--- config.mk ---
export PLATFORM = sky130hd
export DESIGN_NAME = mmcm_cfg_top
export DESIGN_NICKNAME = d
export VERILOG_FILES = /design/src/common/drp_pkg.sv /design/src/common/usb_reg_pkg.sv /design/src/drp/mmcm_drp_space.sv /design/src/drp/reg_mmcm_drp.sv /design/src/logic/mmcm_cfg_top.sv /design/src/logic/usb_cmd_decode.sv /design/src/logic/usb_rsp_collect.sv
export VERILOG_INCLUDE_DIRS = /design/src /design/src/common
export SDC_FILE = /design/constraint.sdc
export NUM_CORES = 2
export LEC_CHECK = 0
export BUFFER_PORTS_ARGS = -buffer_cell sky130_fd_sc_hd__buf_2
export CAP_MARGIN = 20
export CORE_MARGIN = 3
export CORE_UTILIZATION = 31
export DETAILED_ROUTE_END_ITERATION = 10
export MAX_ROUTING_LAYER = met4
export PLACE_DENSITY_LB_ADDON = 0.25
export SLEW_MARGIN = 20
export SYNTH_ARGS = -nofsm -noshare
export SYNTH_HDL_FRONTEND = slang
export SYNTH_HIERARCHICAL = 1
export SYNTH_SLANG_ARGS = --single-unit
--- constraint.sdc ---
create_clock -name clk_usb -period 4.1 [get_ports clk_usb]
set_input_delay 0.205 -clock clk_usb [delete_from_list [all_inputs] [get_ports clk_usb]]
set_output_delay 0.205 -clock clk_usb [all_outputs]
set_load 0.05 [all_outputs]
--- src/common/mmcm_cfg_settings.svh ---
`ifndef MMCM_CFG_SETTINGS_SVH
`define MMCM_CFG_SETTINGS_SVH

// Register bus
`define REG_BYTECNT_SIZE 7  // Byte counter width
`define REG_DRP_ADDR     0  // DRP address register, bit 7 selects write
`define REG_DRP_DATA     1  // DRP data register, two bytes

// DRP port
`define DRP_ADDR_W       7  // 128 configuration words
`define DRP_DATA_W       16 // Word width

// Word carrying output-0 high time [11:6] and low time [5:0]
`define DRP_CLKOUT0_REG  8

`endif

--- src/common/drp_pkg.sv ---
`default_nettype none

`include "mmcm_cfg_settings.svh"

package drp_pkg;

  // DRP request toward the clock manager
  typedef struct packed {
    logic [`DRP_ADDR_W-1:0] addr; // Word address
    logic                   den;  // Access enable, one cycle
    logic                   dwe;  // Write enable, only with den
    logic [`DRP_DATA_W-1:0] din;  // Write word
  } drp_req_t;

  // Output-0 divider configuration
  typedef struct packed {
    logic [5:0] high;   // High time in VCO cycles
    logic [5:0] low;    // Low time in VCO cycles
    logic [6:0] divide; // high + low
  } mmcm_clkout_t;

endpackage

`default_nettype wire

--- src/common/usb_reg_pkg.sv ---
`default_nettype none

`include "mmcm_cfg_settings.svh"

package usb_reg_pkg;

  // Top bit of header byte
  typedef enum logic {
    OP_READ  = 1'b0,
    OP_WRITE = 1'b1
  } cmd_op_e;

  typedef enum logic [1:0] {
    IDLE,   // Waiting for header
    LENGTH, // Waiting for length byte
    WDATA,  // Forwarding write bytes
    RBURST  // Generating read strobes
  } dec_state_e;

  // Byte from the USB side
  typedef struct packed {
    logic       valid; // One-cycle byte strobe
    logic [7:0] data;
  } usb_byte_t;

  // One register access
  typedef struct packed {
    logic                          read;    // Read strobe
    logic                          write;   // Write strobe
    logic [7:0]                    addr;    // Register address
    logic [`REG_BYTECNT_SIZE-1:0]  bytecnt; // Byte index within access
    logic [7:0]                    datai;   // Write data
  } reg_bus_t;

  // Byte back to the host
  typedef struct packed {
    logic       valid;
    logic [7:0] data;
  } usb_rsp_t;

endpackage

`default_nettype wire

--- src/drp/mmcm_drp_space.sv ---
`timescale 1ns/1ps
`default_nettype none

`include "mmcm_cfg_settings.svh"

module mmcm_drp_space
  import drp_pkg::*;
(
  input  wire logic                   clk_usb,
  input  wire logic                   reset_i,
  input  drp_req_t                    drp_req,  // Request from bridge
  output logic [`DRP_DATA_W-1:0]      drp_dout, // Combinational read
  output mmcm_clkout_t                clkout0   // Derived output-0 setting
);

  localparam int DEPTH = 1 << `DRP_ADDR_W;

  logic [`DRP_DATA_W-1:0] cfg_mem [DEPTH]; // Configuration words
  logic [`DRP_DATA_W-1:0] cfg_word;        // Output-0 word

  // No ready, data valid in the same cycle
  assign drp_dout = cfg_mem[drp_req.addr];
  assign cfg_word = cfg_mem[`DRP_CLKOUT0_REG];

  always_ff @(posedge clk_usb) begin
    if (reset_i) begin
      for (int i = 0; i < DEPTH; i++) begin
        cfg_mem[i] <= '0; // Power-on configuration
      end
    end else if (drp_req.den && drp_req.dwe) begin
      cfg_mem[drp_req.addr] <= drp_req.din;
    end
  end

  // Divider fields, one cycle behind the word
  always_ff @(posedge clk_usb) begin
    if (reset_i) begin
      clkout0 <= '0;
    end else begin
      clkout0.high   <= cfg_word[11:6];
      clkout0.low    <= cfg_word[5:0];
      clkout0.divide <= {1'b0, cfg_word[11:6]} + {1'b0, cfg_word[5:0]}; // Total period
    end
  end

endmodule

`default_nettype wire

--- src/drp/reg_mmcm_drp.sv ---
`timescale 1ns/1ps
`default_nettype none

`include "mmcm_cfg_settings.svh"

module reg_mmcm_drp
  import usb_reg_pkg::*;
  import drp_pkg::*;
(
  input  wire logic                   clk_usb,
  input  wire logic                   reset_i,
  input  reg_bus_t                    reg_bus,   // Access from decoder
  output logic [7:0]                  reg_datao, // Read byte, one cycle after strobe
  output drp_req_t                    drp_req,   // Toward DRP space
  input  wire logic [`DRP_DATA_W-1:0] drp_dout   // Word at current address
);

  // Writes load din byte by byte, then address with bit 7 set
  // Reads load address with bit 7 clear, then fetch from data register

  logic hi_byte; // Upper byte selected
  assign hi_byte = reg_bus.bytecnt[0];

  // Read path
  always_ff @(posedge clk_usb) begin
    if (reg_bus.read) begin
      case (reg_bus.addr)
        `REG_DRP_ADDR: reg_datao <= {1'b0, drp_req.addr};             // Bit 7 always clear
        `REG_DRP_DATA: reg_datao <= hi_byte ? drp_dout[15:8] : drp_dout[7:0];
        default:       reg_datao <= 8'h00;                             // Unmapped
      endcase
    end else begin
      reg_datao <= 8'h00; // Idle bus reads as zero
    end
  end

  // DRP strobes, one-cycle pulses
  always_ff @(posedge clk_usb) begin
    if (reset_i) begin
      drp_req.den <= 1'b0;
      drp_req.dwe <= 1'b0;
    end else begin
      drp_req.den <= 1'b0;
      drp_req.dwe <= 1'b0;
      if (reg_bus.write && reg_bus.addr == `REG_DRP_ADDR) begin
        drp_req.den <= 1'b1;
        drp_req.dwe <= reg_bus.datai[7]; // Set means DRP write
      end
    end
  end

  // Address and write word, no reset
  always_ff @(posedge clk_usb) begin
    if (reg_bus.write) begin
      if (reg_bus.addr == `REG_DRP_ADDR)
        drp_req.addr <= reg_bus.datai[`DRP_ADDR_W-1:0];
      else if (reg_bus.addr == `REG_DRP_DATA) begin
        if (hi_byte)
          drp_req.din[15:8] <= reg_bus.datai;
        else
          drp_req.din[7:0] <= reg_bus.datai; // Low byte first
      end
    end
  end

endmodule

`default_nettype wire

--- src/logic/mmcm_cfg_top.sv ---
`timescale 1ns/1ps
`default_nettype none

`include "mmcm_cfg_settings.svh"

module mmcm_cfg_top
  import usb_reg_pkg::*;
  import drp_pkg::*;
(
  input  wire logic clk_usb,
  input  wire logic reset_i,
  input  usb_byte_t host_in, // Host command bytes
  output logic      busy,    // Decoder busy
  output usb_rsp_t  rsp,     // Read bytes to host
  output mmcm_clkout_t clkout0
);

  reg_bus_t               reg_bus;   // Decoder to bridge
  logic [7:0]             reg_datao; // Bridge read byte
  drp_req_t               drp_req;   // Bridge to DRP space
  logic [`DRP_DATA_W-1:0] drp_dout;  // DRP read word

  usb_cmd_decode usb_cmd_decode_inst (
    .clk_usb (clk_usb),
    .reset_i (reset_i),
    .host_in (host_in),
    .reg_bus (reg_bus),
    .busy    (busy)
  );

  reg_mmcm_drp reg_mmcm_drp_inst (
    .clk_usb   (clk_usb),
    .reset_i   (reset_i),
    .reg_bus   (reg_bus),
    .reg_datao (reg_datao),
    .drp_req   (drp_req),
    .drp_dout  (drp_dout)
  );

  mmcm_drp_space mmcm_drp_space_inst (
    .clk_usb  (clk_usb),
    .reset_i  (reset_i),
    .drp_req  (drp_req),
    .drp_dout (drp_dout),
    .clkout0  (clkout0)
  );

  usb_rsp_collect usb_rsp_collect_inst (
    .clk_usb   (clk_usb),
    .reset_i   (reset_i),
    .rd_strobe (reg_bus.read), // Delayed inside to match bridge
    .reg_datao (reg_datao),
    .rsp       (rsp)
  );

endmodule

`default_nettype wire

--- src/logic/usb_cmd_decode.sv ---
`timescale 1ns/1ps
`default_nettype none

`include "mmcm_cfg_settings.svh"

module usb_cmd_decode
  import usb_reg_pkg::*;
(
  input  wire logic      clk_usb,
  input  wire logic      reset_i,
  input  usb_byte_t      host_in,  // Byte stream from host
  output reg_bus_t       reg_bus,  // Registered strobes to the bridge
  output logic           busy      // Command in progress
);

  localparam int BCW = `REG_BYTECNT_SIZE;

  dec_state_e     state;
  cmd_op_e        op_q;     // Opcode latched from header
  logic [BCW-1:0] remain;   // Bytes or strobes still due
  logic [BCW-1:0] byte_idx; // Next byte count to issue

  always_ff @(posedge clk_usb) begin
    // Strobes last one cycle
    reg_bus.read  <= 1'b0;
    reg_bus.write <= 1'b0;
    if (reset_i) begin
      state         <= IDLE;
      busy          <= 1'b0;
      op_q          <= OP_READ;
      remain        <= '0;
      byte_idx      <= '0;
    end else begin
      case (state)
        IDLE: begin
          if (host_in.valid) begin
            op_q         <= cmd_op_e'(host_in.data[7]);
            reg_bus.addr <= {1'b0, host_in.data[6:0]}; // Held for whole command
            busy         <= 1'b1;
            state        <= LENGTH;
          end
        end
        LENGTH: begin
          if (host_in.valid) begin
            if (host_in.data[BCW-1:0] == '0) begin
              // Empty command, nothing to do
              state <= IDLE;
              busy  <= 1'b0;
            end else if (op_q == OP_READ) begin
              reg_bus.read    <= 1'b1;                          // First read now
              reg_bus.bytecnt <= '0;
              byte_idx        <= BCW'(1);
              remain          <= host_in.data[BCW-1:0] - BCW'(1);
              state           <= RBURST;
            end else begin
              byte_idx <= '0;
              remain   <= host_in.data[BCW-1:0];
              state    <= WDATA;
            end
          end
        end
        WDATA: begin
          if (host_in.valid) begin
            reg_bus.write   <= 1'b1;
            reg_bus.datai   <= host_in.data;
            reg_bus.bytecnt <= byte_idx;
            byte_idx        <= byte_idx + BCW'(1);
            remain          <= remain - BCW'(1);
            if (remain == BCW'(1)) begin // Last byte
              state <= IDLE;
              busy  <= 1'b0;
            end
          end
        end
        RBURST: begin
          // Host bytes ignored here
          if (remain == '0) begin
            state <= IDLE;
            busy  <= 1'b0;
          end else begin
            reg_bus.read    <= 1'b1;
            reg_bus.bytecnt <= byte_idx;
            byte_idx        <= byte_idx + BCW'(1);
            remain          <= remain - BCW'(1);
          end
        end
        default: begin
          state <= IDLE;
          busy  <= 1'b0;
        end
      endcase
    end
  end

endmodule

`default_nettype wire

--- src/logic/usb_rsp_collect.sv ---
`timescale 1ns/1ps
`default_nettype none

module usb_rsp_collect
  import usb_reg_pkg::*;
(
  input  wire logic       clk_usb,
  input  wire logic       reset_i,
  input  wire logic       rd_strobe, // Read strobe from decoder
  input  wire logic [7:0] reg_datao, // Bridge read byte
  output usb_rsp_t        rsp        // Byte stream to host
);

  logic rd_q; // Strobe aligned with bridge data

  always_ff @(posedge clk_usb) begin
    if (reset_i) begin
      rd_q      <= 1'b0;
      rsp.valid <= 1'b0;
    end else begin
      rd_q      <= rd_strobe;
      rsp.valid <= rd_q; // Two cycles after strobe
    end
  end

  // Payload follows the strobe pipeline, order kept
  always_ff @(posedge clk_usb) begin
    rsp.data <= reg_datao;
  end

endmodule

`default_nettype wire

### Yosys cells after proc, flatten, opt, wreduce, memory -nomap -nowiden

Memory sizes are Yosys's and may differ from the RTL's. A register that Yosys moved wholly into a read port is not among the register bits.
Index checks and enable logic that the tools add are counted.

| storage, ports and cells | value |
|---|---|
| bits in registers | 98 |
| bits in latches | 0 |
| memory bits (writable) | 2048 |
| bits in read-only memories | 0 |
| output and inout bits | 29 |
| memories | 1 |

Memory list:

| memory | words | bits a word | read ports | clocked after memory_dff | write ports | line | RTL |
|---|---|---|---|---|---|---|---|
| mmcm_drp_space_inst.cfg_mem | 128 | 16 | 2 | 1 | 128 | mmcm_drp_space.sv:18 | `` logic [`DRP_DATA_W-1:0] cfg_mem [DEPTH]; `` |

| operators by class | value |
|---|---|
| add/subtract/negate cells | 4 |
| multipliers | 0 |
| divide/modulo/power cells | 0 |
| magnitude comparators | 0 |
| equal/unequal tests | 14 |
| shift operators | 0 |
| muxes and demuxes | 51 |
| bitwise operators | 5 |
| reductions and logical operators | 20 |

Operator list:

| cell | number |
|---|---|
| $mux 7 | 11 |
| $pmux 7 s3 | 2 |
| $mux 1 | 23 |
| $mux 16 | 1 |
| $pmux 8 s2 | 1 |
| $reduce_or 16->1 | 1 |
| $eq 7x1->1 const B | 2 |
| $logic_not 7->1 | 2 |
| $mux 2 | 7 |
| $sub 7x1->7 const B | 2 |
| $ne 2x2->1 const B | 6 |
| $reduce_and 5->1 | 2 |
| $mux 9 | 1 |
| $logic_not 8->1 | 1 |
| $mux 8 | 1 |
| $pmux 2 s4 | 1 |
| $reduce_and 4->1 | 2 |
| $add 6x6->7 | 1 |
| $add 7x1->7 const B | 1 |
| $reduce_and 7->1 | 1 |
| $ne 2x1->1 const B | 3 |
| $reduce_and 3->1 | 2 |
| $reduce_and 6->1 | 1 |
| $not 1->1 | 5 |
| other kinds (10) | 14 |

### Longest topological paths before layout

| logic depth | value |
|---|---|
| depth in word-level cells | 6 |
| depth in mapped cells | 15 |
| gate-level depth less buffers | 10 |

### Cells and area by module

The synthesis kept the hierarchy.

By module, submodules not included:

| module | times used | cells an instance | area each (um2) | seq. area each (um2) |
|---|---|---|---|---|
| mmcm_drp_space | 1 | 7265 | 94282.9 | 61879.3 |
| usb_cmd_decode | 1 | 194 | 2010.7 | 1061.0 |
| reg_mmcm_drp | 1 | 69 | 1194.9 | 890.9 |
| usb_rsp_collect | 1 | 12 | 212.7 | 200.2 |

### Worst setup path after synthesis

Ideal clock, no wire load.

| path | value |
|---|---|
| path kind | flip-flop to flip-flop |
| from | register, netlist name reg_mmcm_drp_inst/drp_req[19] |
| to | register reg_mmcm_drp_inst.reg_datao[4] |
| library setup time | 121 ps |
| arrival time | 2755 ps |
| data required time | 3979 ps |
| setup slack | 1224 ps |
| stages on the path, launching flop included | 13 |
| path buffers | 2 |
| clock period less this slack | 2876 ps |
| cells stage by stage | edfxtp_1 buf_6 buf_6 mux2_4 a221o_1 a222oi_1 nor2_1 o31ai_1 nand3_1 or3_1 mux2_1 a22oi_1 nor2_1 |

RTL lines:

| element | line | RTL |
|---|---|---|
| end signal: assignment | reg_mmcm_drp.sv:28 | `` `REG_DRP_ADDR: reg_datao <= {1'b0, drp_req.addr}; `` |
| end signal: assignment | reg_mmcm_drp.sv:29 | `` `REG_DRP_DATA: reg_datao <= hi_byte ? drp_dout[15:8] : drp_dout[7:0]; `` |
| end: declaration | reg_mmcm_drp.sv:13 | `output logic [7:0] reg_datao,` |

### Worst setup path in the final report

| path | value |
|---|---|
| from | register, netlist name reg_mmcm_drp_inst/drp_req[18] |
| to | register reg_mmcm_drp_inst.reg_datao[0] |

| on the way | value |
|---|---|
| word-level cells in the longest chain between the ends | 1 |

RTL lines:

| element | line | RTL |
|---|---|---|
| $pmux 8 s2 | reg_mmcm_drp.sv:27 | `case (reg_bus.addr)` |

Every way passes these cells.
A chain may end at the register's enable or synchronous reset.

==> results by group <==
Placed design
  – HPWL after DPL: 241.8 mm
  – Final GP Congestion: 0.9341
  – Placed cell areas: 104,800 um^2
  – Port bufs: 39
  – Pre-CTS setup slack: -444.8 ps

Route
  – ANT nets after route: 0
  – WL met2: 171.1 mm
  – DRT iter0 DRCs: 9,724
  – WL per Instance: 31.71 um
  – WL final: 379.1 mm
  – Drt first pass iters: 7
  – M1 wire length: 153.0 mm
  – DRC: 0
  – Metal3 WL: 37.23 mm
  – Top Metal Used: met4
  – Avg Vias per Cell: 5.598
  – Vias: 66,920

Floorplan
  – # IOs: 40
  – Die width: 566.0 um
  – Core Region: 310,400 um^2
  – Die area: 320,300 um^2
  – Die H: 566.0 um
  – Initial core utilization: 0.3132
  – Core Rows: 204

Pwr
  – Power per standard cell area: 418.3 nW/um^2
  – Pleak: 40.90 nW
  – Comb pwr share: 0.024
  – Clock power frac: 0.448
  – Int Power: 36.99 mW
  – Maximum VDD drop: 0.3523 mV
  – Sequential power share: 0.528
  – Total power: 47.19 mW
  – Net Sw Frac: 0.2162
  – Net switching power: 10.20 mW

Setup path
  – Crit-path max cell delay: 930 ps
  – Crit path launch: reg_mmcm_drp_inst/drp_req[18]$_DFFE_PP_
  – Crit-path leading delay family: simple AND/OR/NAND/NOR gates
  – CP max FO: 25
  – Worst Path Arrival: 5210 ps
  – Startpoint Class: register
  – CP Capture Type: register
  – Setup CP Type: register to register
  – CP cell instances: buf_12, nor2_4, buf_4, a221oi_1, nor2_1, nor2_1, nor4_1, o311ai_0, nand4_1, mux2_2, a22oi_1, nor2_1
  – Cell mode on critical path: nor2_1
  – Worst path required time: 4950 ps
  – Slowest cell on the critical path: nor4_1
  – Crit path buf inv count: 2
  – Reg2Reg Launch Point: reg_mmcm_drp_inst/drp_req[18]$_DFFE_PP_

Final layout
  – FILL cells: 29,770
  – Nets: 7,649
  – Multi-input logic area: 30,650 um^2
  – Layout cells sized above 1: 0.1613
  – FF+latch area: 63,730 um^2
  – Area delta synth->final: 16.06%
  – Non-Filler Cell Area, Final: 112,800 um^2

CTS
  – TritonCTS clock tree: done
  – H-tree depth: 4
  – Clk buf depth: 4
  – CTS buffer count: 236
  – CTS root buffer: clkbuf_16
  – Worst-path clk slew: 60 ps
  – Worst skew pair latency: 920 ps
  – Clk sinks: 2,140

Timing
  – Setup TNS: -487.5 ps
  – Fin worst setup slack: -260.6 ps
  – Max Fclk: 229.3 MHz
  – Setup violations, final: 5
  – Crit share post-route: 1.064
  – RSZ-0062 raised after global routing: no
  – Final Hold Vio Count: 0
  – Final Skew: 77.87 ps
  – Min Tclk post-route: 4361 ps
  – Slew Limit Fails: 0
  – Max transition margin: 0.1759
  – Slew @ Worst Pin: 1225 ps

Hold path
  – Hold WC Path Type: primary input to register
  – Hold Crit Start: host_in[7]

Flow run
  – Max Cap Violations: 0

GRT
  – Antenna violations before repair: 32
  – Global-route wire length before repair: 524.0 mm
  – Vias in the first global route: 63,910
  – GRT Util Overall: 0.2350
  – Largest net degree at the start of global routing: 129
  – Grt ovf: 0

Logic synthesis
  – Synthesized netlist cell count: 7,495
  – Avg Cell Area, Syn: 12.97 um^2
  – Synthesized area: 97,210 um^2
  – Ys Warns: 6
  – Mapped Nets: 7,518

Outcome
  – Violated checks: setup timing
  – Status: complete, but fails checks
## per-stage QoR
step             util  cells  hold WS [ps]
6_report       0.3635  11950         75.13
5_1_grt        0.3634  11940         52.65
4_1_cts        0.3629  11940        0.3303
3_5_place_dp   0.3378  11490         415.3
3_3_place_gp   0.3376  11490         420.6
2_1_floorplan       -   7495         275.7
## cells in the final DEF (no fill, tap or decap), types with 19 or more instances in the layout
master / n
o32ai_1: 25
mux2_2: 43
a31oi_1: 50
nor3_1: 43
clkbuf_16: 236
a221o_1: 19
edfxtp_1: 2087
nand2_1: 330
a22oi_1: 293
buf_12: 77
clkinv_1: 49
nand3_1: 24
dfxtp_1: 53
nor2b_1: 45
a21oi_1: 229
nor2_2: 27
buf_2: 39
bufinv_16: 23
buf_4: 495
nor2_1: 241
or2_2: 132
a221oi_1: 184
a22o_1: 48
o21ai_0: 136
mux4_2: 33
mux2i_1: 148
a222oi_1: 102
o22ai_1: 77
and2_1: 2051
o221ai_1: 22
clkinv_2: 41
clkbuf_1: 55
## worst reg2reg max path: stages (launching register included)
cell and delay (ps):
edfxtp_1 460, buf_12 220, nor2_4 910, buf_4 370, a221oi_1 110, nor2_1 110, nor2_1 50, nor4_1 930
o311ai_0 560, nand4_1 200, mux2_2 180, a22oi_1 70, nor2_1 140
## worst paths after layout
kind | endpoint | slack, ps | cells past startpoint
setup / recovery | reg_mmcm_drp_inst/reg_datao[0]$_SDFF_PN0_ | -260 | 12
hold / removal | usb_cmd_decode_inst/reg_bus[7]$_DFFE_PP_ | 80 | 2
setup reg to reg | reg_mmcm_drp_inst/reg_datao[0]$_SDFF_PN0_ | -260 | 12
hold reg to reg | usb_rsp_collect_inst/rsp[8]$_SDFF_PP0_ | 460 | 1
## power groups by stage
stage | clock network (mW) | logic (mW) | registers [mW]
after floorplan | 0 | 0.652 | 25.3
after global routing | 22.2 | 1.21 | 25.0
after CTS | 21.4 | 1.15 | 24.9
after detailed placement | 0 | 1.14 | 25.4
after global placement | 0 | 1.13 | 25.3
final | 21.1 | 1.15 | 24.9
## cell type report
type	instances	share of cell area
sequential	2140	0.5649
multi-input combinational	4603	0.2716
clock buffer	294	0.05454
timing repair buffer	628	0.05027
tap	4120	0.04569
clock inverter	135	0.01198
inverter	17	0.0006210
antenna	17	0.0003771
## metal layers
layer / GRT usage / up-vias
met5: - / -
met4: 0.09230 / 0
met3: 0.04286 / 725
met2: 0.3552 / 3851
met1: 0.3131 / 34520
li1: - / 27820
## sequential cells by signal, summed over array words and instances, names as in the netlist
register                      flops
usb_cmd_decode_inst/remain        7
reg_mmcm_drp_inst/drp_req        25
usb_cmd_decode_inst/byte_idx      1
usb_cmd_decode_inst/state         2
usb_rsp_collect_inst/rd_q         1
usb_cmd_decode_inst/reg_bus      18
reg_mmcm_drp_inst/reg_datao       8
usb_rsp_collect_inst/rsp          9
mmcm_drp_space_inst/cfg_mem    2048
mmcm_drp_space_inst/clkout0      19
usb_cmd_decode_inst/op_q          1
usb_cmd_decode_inst/busy          1
## what timing repair did
action,CTS,global route
setup buffers,5,0
setup endpoints to repair,7,7
pin swaps,2,4
hold buffers,11,0
resized for setup,19,26
hold endpoints to repair,49,0
cloned,1,0
Note: power is estimated with default switching activity, not from simulation.
